$ cat src/common/cache_pkg.sv
`default_nettype none

package cache_pkg;

	// address split of the 16-bit word address: tag, set index, word offset
	localparam int tag_w = 7;
	localparam int set_w = 6;
	localparam int offset_w = 3;
	localparam int addr_w = tag_w + set_w + offset_w;
	// the block address is everything above the word offset
	localparam int block_w = tag_w + set_w;

	localparam int data_w = 16;
	localparam int num_sets = 64;
	localparam int words_per_block = 8;

	// lookup view, the tag sits in the upper bits as in a plain split
	typedef struct packed {
		logic [tag_w-1:0] tag;
		logic [set_w-1:0] set;
		logic [offset_w-1:0] offset;
	} addr_fields_t;

	// fill view, memory is addressed by whole blocks
	typedef struct packed {
		logic [block_w-1:0] block;
		logic [offset_w-1:0] offset;
	} addr_block_t;

	// one request address, read either per field or per block
	typedef union packed {
		addr_fields_t fields;
		addr_block_t blk;
	} cache_addr_u;

	// controller states, one request in flight at a time
	typedef enum logic [2:0] {
		st_idle,
		st_lookup,
		st_fill_req,
		st_fill_data,
		st_write_mem,
		st_respond
	} ctrl_state_e;

endpackage

`default_nettype wire

$ cat src/cache_array/tag_array.sv
`timescale 1ns/10ps
`default_nettype none

module tag_array #(
	parameter int num_sets = cache_pkg::num_sets
) (
	input  logic clk,
	input  logic rst_n,
	input  logic [num_sets-1:0] set_onehot,
	input  logic [cache_pkg::tag_w-1:0] tag,
	input  logic lru_way,
	input  logic tag_we,
	input  logic write_way,
	output logic hit,
	output logic hit_way,
	output logic victim_way
);

	import cache_pkg::*;

	// valid bits per way, cleared on reset so the whole cache starts empty
	logic [1:0][num_sets-1:0] valid_q;
	logic [tag_w-1:0] tag_mem [2][num_sets];

	// contents of the selected set for both ways
	logic [1:0] valid_rd;
	logic [1:0][tag_w-1:0] tag_rd;
	logic [1:0] way_hit;

	always_ff @(posedge clk) begin
		if (!rst_n) begin
			valid_q <= '0;
		end else if (tag_we) begin
			valid_q[write_way] <= valid_q[write_way] | set_onehot;
		end
	end

	// tag store, only ever read behind its valid bit
	always_ff @(posedge clk) begin
		if (tag_we) begin
			for (int s = 0; s < num_sets; s++) begin
				if (set_onehot[s]) begin
					tag_mem[write_way][s] <= tag;
				end
			end
		end
	end

	// one-hot read, at most one set contributes to each or
	always_comb begin
		valid_rd = '0;
		tag_rd = '0;
		for (int s = 0; s < num_sets; s++) begin
			if (set_onehot[s]) begin
				valid_rd[0] = valid_rd[0] | valid_q[0][s];
				valid_rd[1] = valid_rd[1] | valid_q[1][s];
				tag_rd[0] = tag_rd[0] | tag_mem[0][s];
				tag_rd[1] = tag_rd[1] | tag_mem[1][s];
			end
		end
	end

	// both ways compared side by side
	assign way_hit[0] = valid_rd[0] && (tag_rd[0] == tag);
	assign way_hit[1] = valid_rd[1] && (tag_rd[1] == tag);
	assign hit = |way_hit;
	// a tag lives in one way only, so way 1 hitting decides the index
	assign hit_way = way_hit[1];

	// empty ways are filled first, way 0 before way 1, then the lru way
	assign victim_way = !valid_rd[0] ? 1'b0 : (!valid_rd[1] ? 1'b1 : lru_way);

endmodule

`default_nettype wire

$ cat config.mk
export PLATFORM = sky130hd
export DESIGN_NAME = tag_array
export DESIGN_NICKNAME = d
export VERILOG_FILES = /design/src/common/cache_pkg.sv /design/src/cache_array/tag_array.sv
export SDC_FILE = /design/constraint.sdc
export NUM_CORES = 1
export LEC_CHECK = 0
export BUFFER_PORTS_ARGS = -buffer_cell sky130_fd_sc_hd__buf_2
export CORE_ASPECT_RATIO = 1.25
export CORE_MARGIN = 5
export CORE_UTILIZATION = 30
export CTS_BUF_LIST = sky130_fd_sc_hd__clkbuf_4 sky130_fd_sc_hd__clkbuf_8
export CTS_CLUSTER_SIZE = 28
export DETAILED_ROUTE_END_ITERATION = 8
export GPL_ROUTABILITY_DRIVEN = 0
export GPL_TIMING_DRIVEN = 1
export PLACE_DENSITY = 0.41
export SLEW_MARGIN = 20
export SYNTH_ARGS = -nofsm -noshare
export SYNTH_HDL_FRONTEND = slang
export SYNTH_SLANG_ARGS = --single-unit
$ cat constraint.sdc
create_clock -name clk -period 2.52 [get_ports clk]
set_clock_uncertainty 0.05 [all_clocks]
set_input_delay 0.378 -clock clk [delete_from_list [all_inputs] [get_ports clk]]
set_output_delay 0.378 -clock clk [all_outputs]
set_load 0.005 [all_outputs]
## After elaboration in Yosys (flattened, before gate mapping)

Memories as Yosys holds them, arrays and structs flattened.
Cells that the tools add are included.

- Memories kept: 1
- Output and inout port bits: 3
- Register bits after elaboration: 128
- RAM bits: 896

Memory list:

| name | words | width | read ports | clocked after Yosys merged registers in | wr ports | RTL line | source |
|---|---|---|---|---|---|---|---|
| tag_mem | 2 | 448 | 2 | 0 | 1 | tag_array.sv:23 | `logic [tag_w-1:0] tag_mem [2][num_sets];` |

- Equality and inequality tests: 2
- Bitwise logic cells: 253
- Muxes and demuxes: 327
- Reduce and logical (&&, ||, !) cells: 4
- Order comparisons: 2

Operators by type and width:

| operator | count |
|---|---|
| $mux W14 | 64 |
| $or A7 B7 Y7 | 126 |
| $mux W1 | 194 |
| $mux W64 | 3 |
| $bwmux W128 | 1 |
| $mux W2 | 64 |
| $or A1 B1 Y1 | 126 |
| $demux W64 S1 | 1 |
| $or A64 B64 Y64 | 1 |
| $eq A7 B7 Y1 | 2 |
| $logic_and A1 B1 Y1 | 3 |
| $lt A1 B2 Y1 const B | 1 |
| $reduce_or A2 Y1 | 1 |
| $ge A1 B1 Y1 const B | 1 |

## Logic depth before layout (Yosys ltp)

Gate-level depths: netlist of run 1.
An unclocked memory read counts as a cell.

- Depth in word-level cells: 131
- Mapped depth: 10
- Gate-level depth less buffers: 8

## Worst setup path after synthesis of run 1

OpenSTA, ideal clock, no wires.

- Path type: in2out
- Start point: input port set_onehot[42]
- End point: output port hit
- Stages on the path: 9
- Data required time: 2,092 ps
- Arrival: 1,862 ps
- Setup slack: 230 ps
- Path through: buf_2 buf_6 a22o_1 a221oi_1 nand4_1 nor4_2 xor2_1 nand4_1 o21ai_1

- Longest elaborated chain between the ends: 46

Ends and longest elaborated chain:

| item | RTL line | source |
|---|---|---|
| start: declaration | tag_array.sv:9 | `input logic [num_sets-1:0] set_onehot,` |
| $mux W14 | tag_array.sv:54 | `if (set_onehot[s]) begin` |
| $or A7 B7 Y7, on equally long branches | tag_array.sv:58, tag_array.sv:57 |  |
| $mux W14 | tag_array.sv:54 |  |
| $or A7 B7 Y7, on equally long branches | tag_array.sv:58, tag_array.sv:57 |  |
| $mux W14 | tag_array.sv:54 |  |
| $or A7 B7 Y7, on equally long branches | tag_array.sv:58, tag_array.sv:57 |  |
| $mux W14 | tag_array.sv:54 |  |
| $or A7 B7 Y7, on equally long branches | tag_array.sv:58, tag_array.sv:57 |  |
| [... 30 more ...] | - |  |
| $mux W14 | tag_array.sv:54 |  |
| $or A7 B7 Y7, on equally long branches | tag_array.sv:58, tag_array.sv:57 |  |
| $mux W14 | tag_array.sv:54 |  |
| $or A7 B7 Y7, on equally long branches | tag_array.sv:58, tag_array.sv:57 |  |
| $mux W14 | tag_array.sv:54 |  |
| $eq A7 B7 Y1, on equally long branches | tag_array.sv:65, tag_array.sv:64 |  |
| $logic_and A1 B1 Y1, on equally long branches | tag_array.sv:65, tag_array.sv:64 |  |
| $reduce_or A2 Y1 (*) | tag_array.sv:66 | `assign hit = \|way_hit;` |
| end: declaration | tag_array.sv:14 | `output logic hit,` |

Mark *: on every way between the ends. The rest lies on a longest branch, timed or not.

==> results of run 1 <==
[routing by layer]
metal,vias to the layer above,part of all wire,GRT usage
met5,-,0.00024,0
met4,6,0.029,0.0638
met3,207,0.059,0.0395
met2,881,0.49,0.363
met1,12400,0.42,0.276
li1,9804,-,-
[repair_timing]
| item | CTS | global route |
|---|---|---|
| gates resized for setup | 27 | 8 |
| hold buffers | 3 | 0 |
| pin swaps | 11 | 8 |
| buffers inserted | 3 | 0 |
| hold endpoints to repair | 43 | 0 |
| setup endpoints to repair | 3 | 3 |
[flip-flops by register name (all words and copies together) (netlist names)]
name	cells
tag_mem	896
valid_q	128
[through the flow]
step | setup slack [ns] | instances | power, mW | hold slack (ns)
detailed placement | -1.36 | 4025 | 23.1 | 0.403
floorplan | 0.230 | 2059 | 21.0 | 0.391
CTS | -1.66 | 4335 | 38.0 | 0.0562
global placement | -1.36 | 4025 | 23.0 | 0.397
global route | -1.63 | 4337 | 38.9 | 0.0887
finish | -1.44 | 4341 | 37.6 | 0.160
[layout make-up]
cell class / count / area [um^2]
Antenna cell: 6 / 15.0
Clock buffer: 251 / 3040
Clock inverter: 56 / 369
Fill cell: 11500 / 78100
Inverter: 1 / 3.75
Multi-Input combinational cell: 871 / 7270
Sequential cell: 1024 / 29500
Tap cell: 1617 / 2020
Timing Repair Buffer: 515 / 4370
[final timing paths]
kind | from | slack [ns] | endpoint | depth (start not counted)
worst min register to register | valid_q[109]$_SDFFE_PN0P_ | 0.41 | valid_q[109]$_SDFFE_PN0P_ | 1
worst min-delay path | tag[4] | 0.16 | tag_mem[1][221]$_DFFE_PP_ | 2
worst max-delay path | tag_mem[0][197]$_DFFE_PP_ | -1.44 | hit | 11
worst max register to register | valid_q[89]$_SDFFE_PN0P_ | 1.68 | valid_q[89]$_SDFFE_PN0P_ | 2
[worst max-delay path, stage by stage (launching register included)]
cell	delay (ns)
sky130_fd_sc_hd__edfxtp_1	0.37
sky130_fd_sc_hd__a22o_1	0.22
sky130_fd_sc_hd__a221oi_2	0.23
sky130_fd_sc_hd__buf_4	0.16
sky130_fd_sc_hd__nand4_1	0.40
sky130_fd_sc_hd__nor4_2	0.41
sky130_fd_sc_hd__xnor2_1	0.11
sky130_fd_sc_hd__nor4_2	0.20
sky130_fd_sc_hd__nand4_1	0.16
sky130_fd_sc_hd__buf_6	0.18
sky130_fd_sc_hd__o21ai_4	0.07
sky130_fd_sc_hd__buf_2	0.14
[cells by family (layout without fill, tap and decap cells)]
group                  count (synthesis)  after routing  synth area share
other                                  0              6                 0
XOR/XNOR                              14             14           0.00326
buffers and inverters                164            823            0.0271
AO/OA/AOI/OAI                        642            642             0.148
AND/OR/NAND/NOR                      215            215            0.0369
flip-flops                          1024           1024             0.784
[layout by cell type (no fill, tap or decap), types with 5 or more instances in the layout]
master	instances
sky130_fd_sc_hd__a221oi_1	217
sky130_fd_sc_hd__a221oi_2	39
sky130_fd_sc_hd__a22o_1	255
sky130_fd_sc_hd__and2_1	64
sky130_fd_sc_hd__and3_1	64
sky130_fd_sc_hd__buf_12	53
sky130_fd_sc_hd__buf_2	70
sky130_fd_sc_hd__buf_4	386
sky130_fd_sc_hd__clkbuf_4	66
sky130_fd_sc_hd__clkbuf_8	185
sky130_fd_sc_hd__clkinv_1	22
sky130_fd_sc_hd__clkinv_2	18
sky130_fd_sc_hd__clkinvlp_4	5
sky130_fd_sc_hd__dfxtp_1	127
sky130_fd_sc_hd__diode_2	6
sky130_fd_sc_hd__edfxtp_1	896
sky130_fd_sc_hd__inv_8	5
sky130_fd_sc_hd__nand4_1	67
sky130_fd_sc_hd__nor4_1	7
sky130_fd_sc_hd__nor4_2	7
sky130_fd_sc_hd__o21a_1	128
sky130_fd_sc_hd__xnor2_1	6
sky130_fd_sc_hd__xor2_1	8
[power groups by stage]
stage	combinational, mW	clock (mW)	sequential, mW
after CTS	3.16	15.2	19.6
after detailed placement	3.12	0	20.0
after global routing	3.27	15.9	19.7
final	3.14	14.9	19.6
after floorplan	1.19	0	19.9
after global placement	3.11	0	19.9
==> flow_summary.html, run 1 <==
<table>
<tr><th>Metric</th><th>Value</th></tr>
<tr><th colspan="2">Timing</th></tr>
<tr><td>Maximum clock rate</td><td>approximately 250 MHz</td></tr>
<tr><td>Max_slew headroom</td><td>0.451</td></tr>
<tr><td>Final Hold Violating Endpoints</td><td>0</td></tr>
<tr><td>Share of the cycle needed by the critical path after routing</td><td>1.57</td></tr>
<tr><td>Setup violation total in the final timing report</td><td>3</td></tr>
<tr><td>Slew @ Worst Pin</td><td>between 0.8 and 0.9 ns</td></tr>
<tr><td>Final setup TNS</td><td>-3.68 ns</td></tr>
<tr><td>Worst Slack Setup Final</td><td>-1.44 ns</td></tr>
<tr><td>Final number of max-transition violations</td><td>0</td></tr>
<tr><td>Setup repair after global routing missed its margin</td><td>true</td></tr>
<tr><td>Final min period</td><td>3.96 ns</td></tr>
<tr><th colspan="2">Synth</th></tr>
<tr><td>Sequential share of the synthesized area</td><td>0.784</td></tr>
<tr><td>Most instantiated library cell after synthesis</td><td>sky130_fd_sc_hd__edfxtp_1</td></tr>
<tr><td>Nets in the synthesized netlist</td><td>2135</td></tr>
<tr><td>Share of flip-flops with an asynchronous set or reset</td><td>0</td></tr>
<tr><td>Cell types occupying the most area after synthesis</td><td>sky130_fd_sc_hd__edfxtp_1 (72%), sky130_fd_sc_hd__dfxtp_1 (6.8%), sky130_fd_sc_hd__a22o_1 (6.0%)</td></tr>
<tr><td>Top flip-flop cell by instance count after synthesis</td><td>sky130_fd_sc_hd__edfxtp_1</td></tr>
<tr><td>Share of the synthesized area in the top cell type</td><td>0.716</td></tr>
<tr><td>Post-synth top area cell</td><td>sky130_fd_sc_hd__edfxtp_1</td></tr>
<tr><td>Post-synth EDFFs</td><td>approximately 900</td></tr>
<tr><td>Number of cells produced by synthesis</td><td>2059</td></tr>
<tr><td>Total number of yosys warnings</td><td>0</td></tr>
<tr><td>Top cells by instance count after synthesis</td><td>sky130_fd_sc_hd__edfxtp_1 (896), sky130_fd_sc_hd__a22o_1 (256), sky130_fd_sc_hd__a221oi_1 (238)</td></tr>
<tr><td>FF+latch count, synth</td><td>1024</td></tr>
<tr><td>Number of distinct library cells after synthesis</td><td>24</td></tr>
<tr><td>Average cell area after synthesis</td><td>18.2 um^2</td></tr>
<tr><td>Synth Cell Area</td><td>between 30000 and 40000 um^2</td></tr>
<tr><th colspan="2">Global route</th></tr>
<tr><td>Aggregate global-route resource usage</td><td>0.212</td></tr>
<tr><td>Maximum number of pins on one net before global-route repair</td><td>129</td></tr>
<tr><td>Global-route wire length before repair</td><td>195000 um</td></tr>
<tr><td>Number of antenna violations at the first check in global routing</td><td>15</td></tr>
<tr><td>Vias in the first global route</td><td>24.0k</td></tr>
<tr><td>GR Overflow Total</td><td>0</td></tr>
<tr><th colspan="2">Power</th></tr>
<tr><td>Clock network power share</td><td>0.395</td></tr>
<tr><td>Cell internal power dissipation</td><td>28.5 mW</td></tr>
<tr><td>Switching pwr</td><td>9.14 mW</td></tr>
<tr><td>Share of total power in combinational logic</td><td>0.083</td></tr>
<tr><td>Sequential share of power</td><td>0.522</td></tr>
<tr><td>Power Dens Cells</td><td>808 nW/um^2</td></tr>
<tr><td>Static leakage</td><td>16.3 nW</td></tr>
<tr><td>Peak supply drop</td><td>roughly 0.5 mV</td></tr>
<tr><td>Switching part of the total power</td><td>0.243</td></tr>
<tr><th colspan="2">Clocking</th></tr>
<tr><td>Clock latency on the worst-skew pair</td><td>0.86 ns</td></tr>
<tr><td>CTS tree</td><td>done</td></tr>
<tr><td>Clk Tree Root Cell</td><td>sky130_fd_sc_hd__clkbuf_8</td></tr>
<tr><td>Clock slew at the register clock pins of the worst setup and hold paths</td><td>0.06 ns</td></tr>
<tr><td>CTS H-Tree Depth</td><td>4</td></tr>
<tr><td>CTS Sinks</td><td>1024</td></tr>
<tr><td>Maximum number of buffers from clock root to sink</td><td>3</td></tr>
<tr><td>Cts bufs inserted</td><td>165</td></tr>
<tr><th colspan="2">Placement</th></tr>
<tr><td>Post-Place Cell Area</td><td>roughly 43000 um^2</td></tr>
<tr><td>Post-detail-place hpwl</td><td>101000 um</td></tr>
<tr><td>Number of port buffers</td><td>78</td></tr>
<tr><th colspan="2">Drt</th></tr>
<tr><td>Drc violations</td><td>0</td></tr>
<tr><td>Vias per cell</td><td>5.36</td></tr>
<tr><td>Antenna violation net count after detailed routing</td><td>0</td></tr>
<tr><td>1st-pass router iterations</td><td>5</td></tr>
<tr><td>Total wirelength of the detailed-routed design</td><td>between 100000 and 150000 um</td></tr>
<tr><td>Detailed Route Iter0 Violations</td><td>2314</td></tr>
<tr><td>Average wire per cell in the routed design</td><td>33.0 um</td></tr>
<tr><td>Detailed-route via count</td><td>23.3k</td></tr>
<tr><th colspan="2">Finish</th></tr>
<tr><td>Ratio of cells with drive above 1 in the final layout</td><td>0.313</td></tr>
<tr><td>Post-layout util</td><td>0.374</td></tr>
<tr><td>Layout net count</td><td>2654</td></tr>
<tr><td>Synthesis-to-layout area growth</td><td>23.9%</td></tr>
<tr><td>Final Instance Area</td><td>roughly 47000 um^2</td></tr>
<tr><th colspan="2">Floorplan</th></tr>
<tr><td>Die width</td><td>~330 um</td></tr>
<tr><td>Die boundary height</td><td>406 um</td></tr>
<tr><td>Row Count</td><td>145</td></tr>
<tr><td>Area enclosed by the die boundary</td><td>132000 um^2</td></tr>
<tr><td>Starting density of the core</td><td>0.301</td></tr>
<tr><td>Core ar.</td><td>125000 um^2</td></tr>
<tr><td>Number of ports placed on the die boundary</td><td>79</td></tr>
<tr><th colspan="2">Run status</th></tr>
<tr><td>Failing checks</td><td>setup timing</td></tr>
<tr><td>Result of the run</td><td>finished with violations</td></tr>
<tr><th colspan="2">Flow run</th></tr>
<tr><td>Maximum Capacitance Violations</td><td>0</td></tr>
<tr><th colspan="2">Worst setup path</th></tr>
<tr><td>Kind of end point of the critical path</td><td>primary output</td></tr>
<tr><td>Max FO, Critical Path</td><td>1</td></tr>
<tr><td>CP Data Arrival Time</td><td>3.53 ns</td></tr>
<tr><td>Crit path launch type</td><td>register</td></tr>
<tr><td>Data required time of the worst path</td><td>2.09 ns</td></tr>
<tr><td>WS Path Type</td><td>register to primary output</td></tr>
<tr><th colspan="2">Hold path</th></tr>
<tr><td>Worst hold path type</td><td>input pin to register</td></tr>
</table>
Power figures use the tool's default switching activity.
==> run 2: changes to the inputs <==
GPL_TIMING_DRIVEN = 0   (was 1)
TNS_END_PERCENT = 1   (was default)
==> run 2 against run 1 <==
Effect of this change:
- the run still ends with setup timing left
- critical path depth fell by 2
- non-clock buffer count is 316 lower
- clock power fell by 3%
- final cell count is 7.6% lower
- flip-flop and latch count is the same
- via count is 1.9% lower
- sequential share of layout area grew 4.2 points
- utilization is 2.3 points lower
- wire length increased by 8.4%
- sequential power is essentially flat
- register-to-register slack improved by 0.14 ns
- hold slack better by 0.072 ns
- largest cell class unchanged
- largest power group unchanged
- highest routed layer unchanged
==> flow_summary.html, run 2 (synthesis results as in run 1) <==
<table>
<tr><th>Metric</th><th>Value</th></tr>
<tr><th colspan="2">Power</th></tr>
<tr><td>Cell internal power dissipation</td><td>27.6 mW (-3.0%)</td></tr>
<tr><td>Static leakage</td><td>14.4 nW (-12%)</td></tr>
<tr><td>Clock network power share</td><td>0.391 (-0.004)</td></tr>
<tr><td>Power Dens Cells</td><td>843 nW/um^2 (+4.4%)</td></tr>
<tr><td>Switching pwr</td><td>9.19 mW (+0.51%)</td></tr>
<tr><td>Share of total power in combinational logic</td><td>0.077 (-0.006)</td></tr>
<tr><td>Peak supply drop</td><td>0.430 mV (-16%)</td></tr>
<tr><td>Sequential share of power</td><td>0.533 (+0.011)</td></tr>
<tr><td>Switching part of the total power</td><td>0.250 (+0.00658)</td></tr>
<tr><th colspan="2">Finish</th></tr>
<tr><td>Multi-input combinational cell area</td><td>7340 um^2 (+0.96%)</td></tr>
<tr><td>Register cell area after layout</td><td>29500 um^2 (about the same)</td></tr>
<tr><td>Filler instances</td><td>11.8k (+2.1%)</td></tr>
<tr><td>Post-layout util</td><td>0.350 (-0.0234)</td></tr>
<tr><td>Register containing the most flip-flops in the final layout</td><td>tag_mem</td></tr>
<tr><td>Layout net count</td><td>2338 (-12%)</td></tr>
<tr><td>Leading cell type in the layout, fill and taps excluded</td><td>sky130_fd_sc_hd__edfxtp_1</td></tr>
<tr><td>Max reg flops</td><td>896 (unchanged)</td></tr>
<tr><td>Registers with the most flip-flops</td><td>tag_mem x896, valid_q x128</td></tr>
<tr><td>Ratio of cells with drive above 1 in the final layout</td><td>0.194 (-0.119)</td></tr>
<tr><td>Synthesis-to-layout area growth</td><td>16.2%</td></tr>
<tr><td>Leading cell types in the layout, fill and taps excluded</td><td>sky130_fd_sc_hd__edfxtp_1 (896), sky130_fd_sc_hd__a22o_1 (256), sky130_fd_sc_hd__a221oi_1 (205)</td></tr>
<tr><th colspan="2">Timing</th></tr>
<tr><td>Worst slack on hold paths</td><td>0.232 ns (+0.0721 ns)</td></tr>
<tr><td>Maximum clock rate</td><td>222 MHz (-12%)</td></tr>
<tr><td>Worst Slack Setup Final</td><td>-1.98 ns (-0.539 ns)</td></tr>
<tr><td>Max_slew headroom</td><td>0.145 (-0.306)</td></tr>
<tr><td>Slew @ Worst Pin</td><td>1.28 ns (+0.459 ns)</td></tr>
<tr><td>Setup repair after global routing missed its margin</td><td>true</td></tr>
<tr><td>Final min period</td><td>4.50 ns (+0.539 ns)</td></tr>
<tr><td>Share of the cycle needed by the critical path after routing</td><td>1.78 (+0.214)</td></tr>
<tr><td>Final Hold Violating Endpoints</td><td>0 (unchanged)</td></tr>
<tr><td>Setup violation total in the final timing report</td><td>3 (unchanged)</td></tr>
<tr><td>Final number of max-transition violations</td><td>0 (unchanged)</td></tr>
<tr><th colspan="2">Global route</th></tr>
<tr><td>Vias in the first global route</td><td>22.6k (-5.6%)</td></tr>
<tr><td>Aggregate global-route resource usage</td><td>0.230 (+0.0174)</td></tr>
<tr><td>Maximum number of pins on one net before global-route repair</td><td>96 (-26%)</td></tr>
<tr><td>Number of antenna violations at the first check in global routing</td><td>9 (-6)</td></tr>
<tr><td>GR Overflow Total</td><td>0 (unchanged)</td></tr>
<tr><td>Global-route wire length before repair</td><td>205000 um (+4.8%)</td></tr>
<tr><th colspan="2">Worst setup path</th></tr>
<tr><td>CP delay by family, top</td><td>simple AND/OR/NAND/NOR gates</td></tr>
<tr><td>Kind of end point of the critical path</td><td>primary output</td></tr>
<tr><td>WP buf/inv</td><td>1 (-2)</td></tr>
<tr><td>Max FO, Critical Path</td><td>1 (unchanged)</td></tr>
<tr><td>Data required time of the worst path</td><td>2.09 ns (about the same)</td></tr>
<tr><td>CP Data Arrival Time</td><td>4.07 ns (+0.54 ns)</td></tr>
<tr><td>Worst path slowest cell</td><td>sky130_fd_sc_hd__nand4_1</td></tr>
<tr><td>Crit path launch type</td><td>register</td></tr>
<tr><td>Maximum cell stage delay along the critical path</td><td>0.49 ns (+0.08 ns)</td></tr>
<tr><td>WS Path Type</td><td>register to primary output</td></tr>
<tr><td>Worst path depth</td><td>9 (-2)</td></tr>
<tr><td>Depth of the worst register-to-register path</td><td>1 (-1)</td></tr>
<tr><td>Critical-path cell list</td><td>a22o_1 &gt; a221oi_2 &gt; nand4_1 &gt; nor4_2 &gt; xnor2_1 &gt; nor4_2 &gt; nand4_1 &gt; o21ai_2 &gt; buf_2</td></tr>
<tr><th colspan="2">Drt</th></tr>
<tr><td>Drc violations</td><td>0 (unchanged)</td></tr>
<tr><td>1st-pass router iterations</td><td>6 (+1)</td></tr>
<tr><td>Average wire per cell in the routed design</td><td>38.7 um (+17%)</td></tr>
<tr><td>Detailed-route via count</td><td>22.8k (-1.9%)</td></tr>
<tr><td>Vias per cell</td><td>5.69 (+6.2%)</td></tr>
<tr><td>Antenna violation net count after detailed routing</td><td>0 (unchanged)</td></tr>
<tr><td>Detailed Route Iter0 Violations</td><td>2608 (+13%)</td></tr>
<tr><td>Total wirelength of the detailed-routed design</td><td>155000 um (+8.4%)</td></tr>
<tr><th colspan="2">Placement</th></tr>
<tr><td>Post-detail-place hpwl</td><td>107000 um (+5.7%)</td></tr>
<tr><td>Number of port buffers</td><td>13 (-83%)</td></tr>
<tr><th colspan="2">Floorplan</th></tr>
<tr><td>Row Count</td><td>145 (unchanged)</td></tr>
<tr><td>Core ar.</td><td>125000 um^2 (unchanged)</td></tr>
<tr><td>Die boundary height</td><td>406 um (unchanged)</td></tr>
<tr><td>Number of ports placed on the die boundary</td><td>79 (unchanged)</td></tr>
<tr><td>Area enclosed by the die boundary</td><td>132000 um^2 (unchanged)</td></tr>
<tr><td>Starting density of the core</td><td>0.301 (unchanged)</td></tr>
<tr><td>Die width</td><td>327 um (unchanged)</td></tr>
<tr><th colspan="2">Run status</th></tr>
<tr><td>Result of the run</td><td>finished with violations</td></tr>
<tr><td>Failing checks</td><td>setup timing</td></tr>
<tr><th colspan="2">Hold path</th></tr>
<tr><td>Worst hold path type</td><td>input pin to register</td></tr>
<tr><td>Depth of the worst hold-timing path</td><td>3 (+1)</td></tr>
<tr><th colspan="2">Clocking</th></tr>
<tr><td>Clock slew at the register clock pins of the worst setup and hold paths</td><td>0.07 ns (about the same)</td></tr>
<tr><td>CTS H-Tree Depth</td><td>4 (unchanged)</td></tr>
<tr><td>CTS Sinks</td><td>1024 (unchanged)</td></tr>
<tr><td>Postcts setup bufs</td><td>0 (-3)</td></tr>
<tr><td>Cts bufs inserted</td><td>165 (unchanged)</td></tr>
<tr><td>Maximum number of buffers from clock root to sink</td><td>3 (unchanged)</td></tr>
<tr><td>Clk Tree Root Cell</td><td>sky130_fd_sc_hd__clkbuf_8</td></tr>
<tr><td>CTS tree</td><td>done</td></tr>
<tr><td>Clock latency on the worst-skew pair</td><td>0.87 ns (about the same)</td></tr>
<tr><th colspan="2">Flow run</th></tr>
<tr><td>Maximum Capacitance Violations</td><td>0 (unchanged)</td></tr>
</table>
-- run 2: cell count changes in the layout (fill, tap and decap cells not counted), moves of 6 or more --
cell / change
sky130_fd_sc_hd__a221oi_1: -12
sky130_fd_sc_hd__buf_4: -376
sky130_fd_sc_hd__clkbuf_1: +49
sky130_fd_sc_hd__buf_16: +10
sky130_fd_sc_hd__buf_2: -6
sky130_fd_sc_hd__buf_6: +44
sky130_fd_sc_hd__buf_12: -49
sky130_fd_sc_hd__clkinv_1: +11
sky130_fd_sc_hd__a221oi_2: +9
sky130_fd_sc_hd__clkinv_2: -9
sky130_fd_sc_hd__clkbuf_8: -12
-- run 2: area by class of cell --
cell class,count,area share
diodes,4,0.000229
multi-input cells,871,0.168
repair buffers,36,0.0127
plain buffers,163,0.0234
clock inverters,60,0.00866
inverters,1,0.0000860
flip-flops and latches,1024,0.675
clock buffers,236,0.0654
well taps,1617,0.0463
-- run 2: metrics by stage --
stage                     cell area (um^2)  power, mW  TNS [ns]  worst slack (ns)  cells
after detailed placement             39900       22.7   -207.37             -2.11   3696
after CTS                            43500       37.0     -4.67             -2.08   4007
after floorplan                      37600       21.0         0             0.230   2059
final                                43700       36.8     -4.38             -1.98   4012
after global routing                 43600       37.9     -4.55             -2.01   4009
after global placement               39700       22.6   -514.22             -2.67   3689
-- run 2: layer usage --
metal,track usage,routed length [um],up-vias
li1,-,-,9173
met1,0.293,62800,12200
met2,0.381,74300,1191
met3,0.0495,11400,298
met4,0.0947,6950,2
met5,0,7,-
-- run 2: path summary, 6_finish.rpt --
path,end,slack [ns],startpoint
worst max register to register,valid_q[83]$_SDFFE_PN0P_,1.82,valid_q[83]$_SDFFE_PN0P_
worst min-delay path,valid_q[121]$_SDFFE_PN0P_,0.23,rst_n
worst max-delay path,hit,-1.98,tag_mem[0][393]$_DFFE_PP_
worst min register to register,valid_q[120]$_SDFFE_PN0P_,0.42,valid_q[120]$_SDFFE_PN0P_
-- run 2: power groups by stage --
stage                     clock (mW)  combinational (mW)  sequential, mW
after floorplan                    0                1.19            19.9
after global routing            15.3                2.89            19.7
after CTS                       14.6                2.80            19.6
final                           14.4                2.82            19.6
after global placement             0                2.65            19.9
after detailed placement           0                2.71            19.9
-- run 2: what timing repair did --
item                                    CTS  global route
hold buffers                             15             0
endpoints found under the setup margin    3             3
resized for setup                        26            15
endpoints found under the hold margin   383             0
pin swaps                                12             3
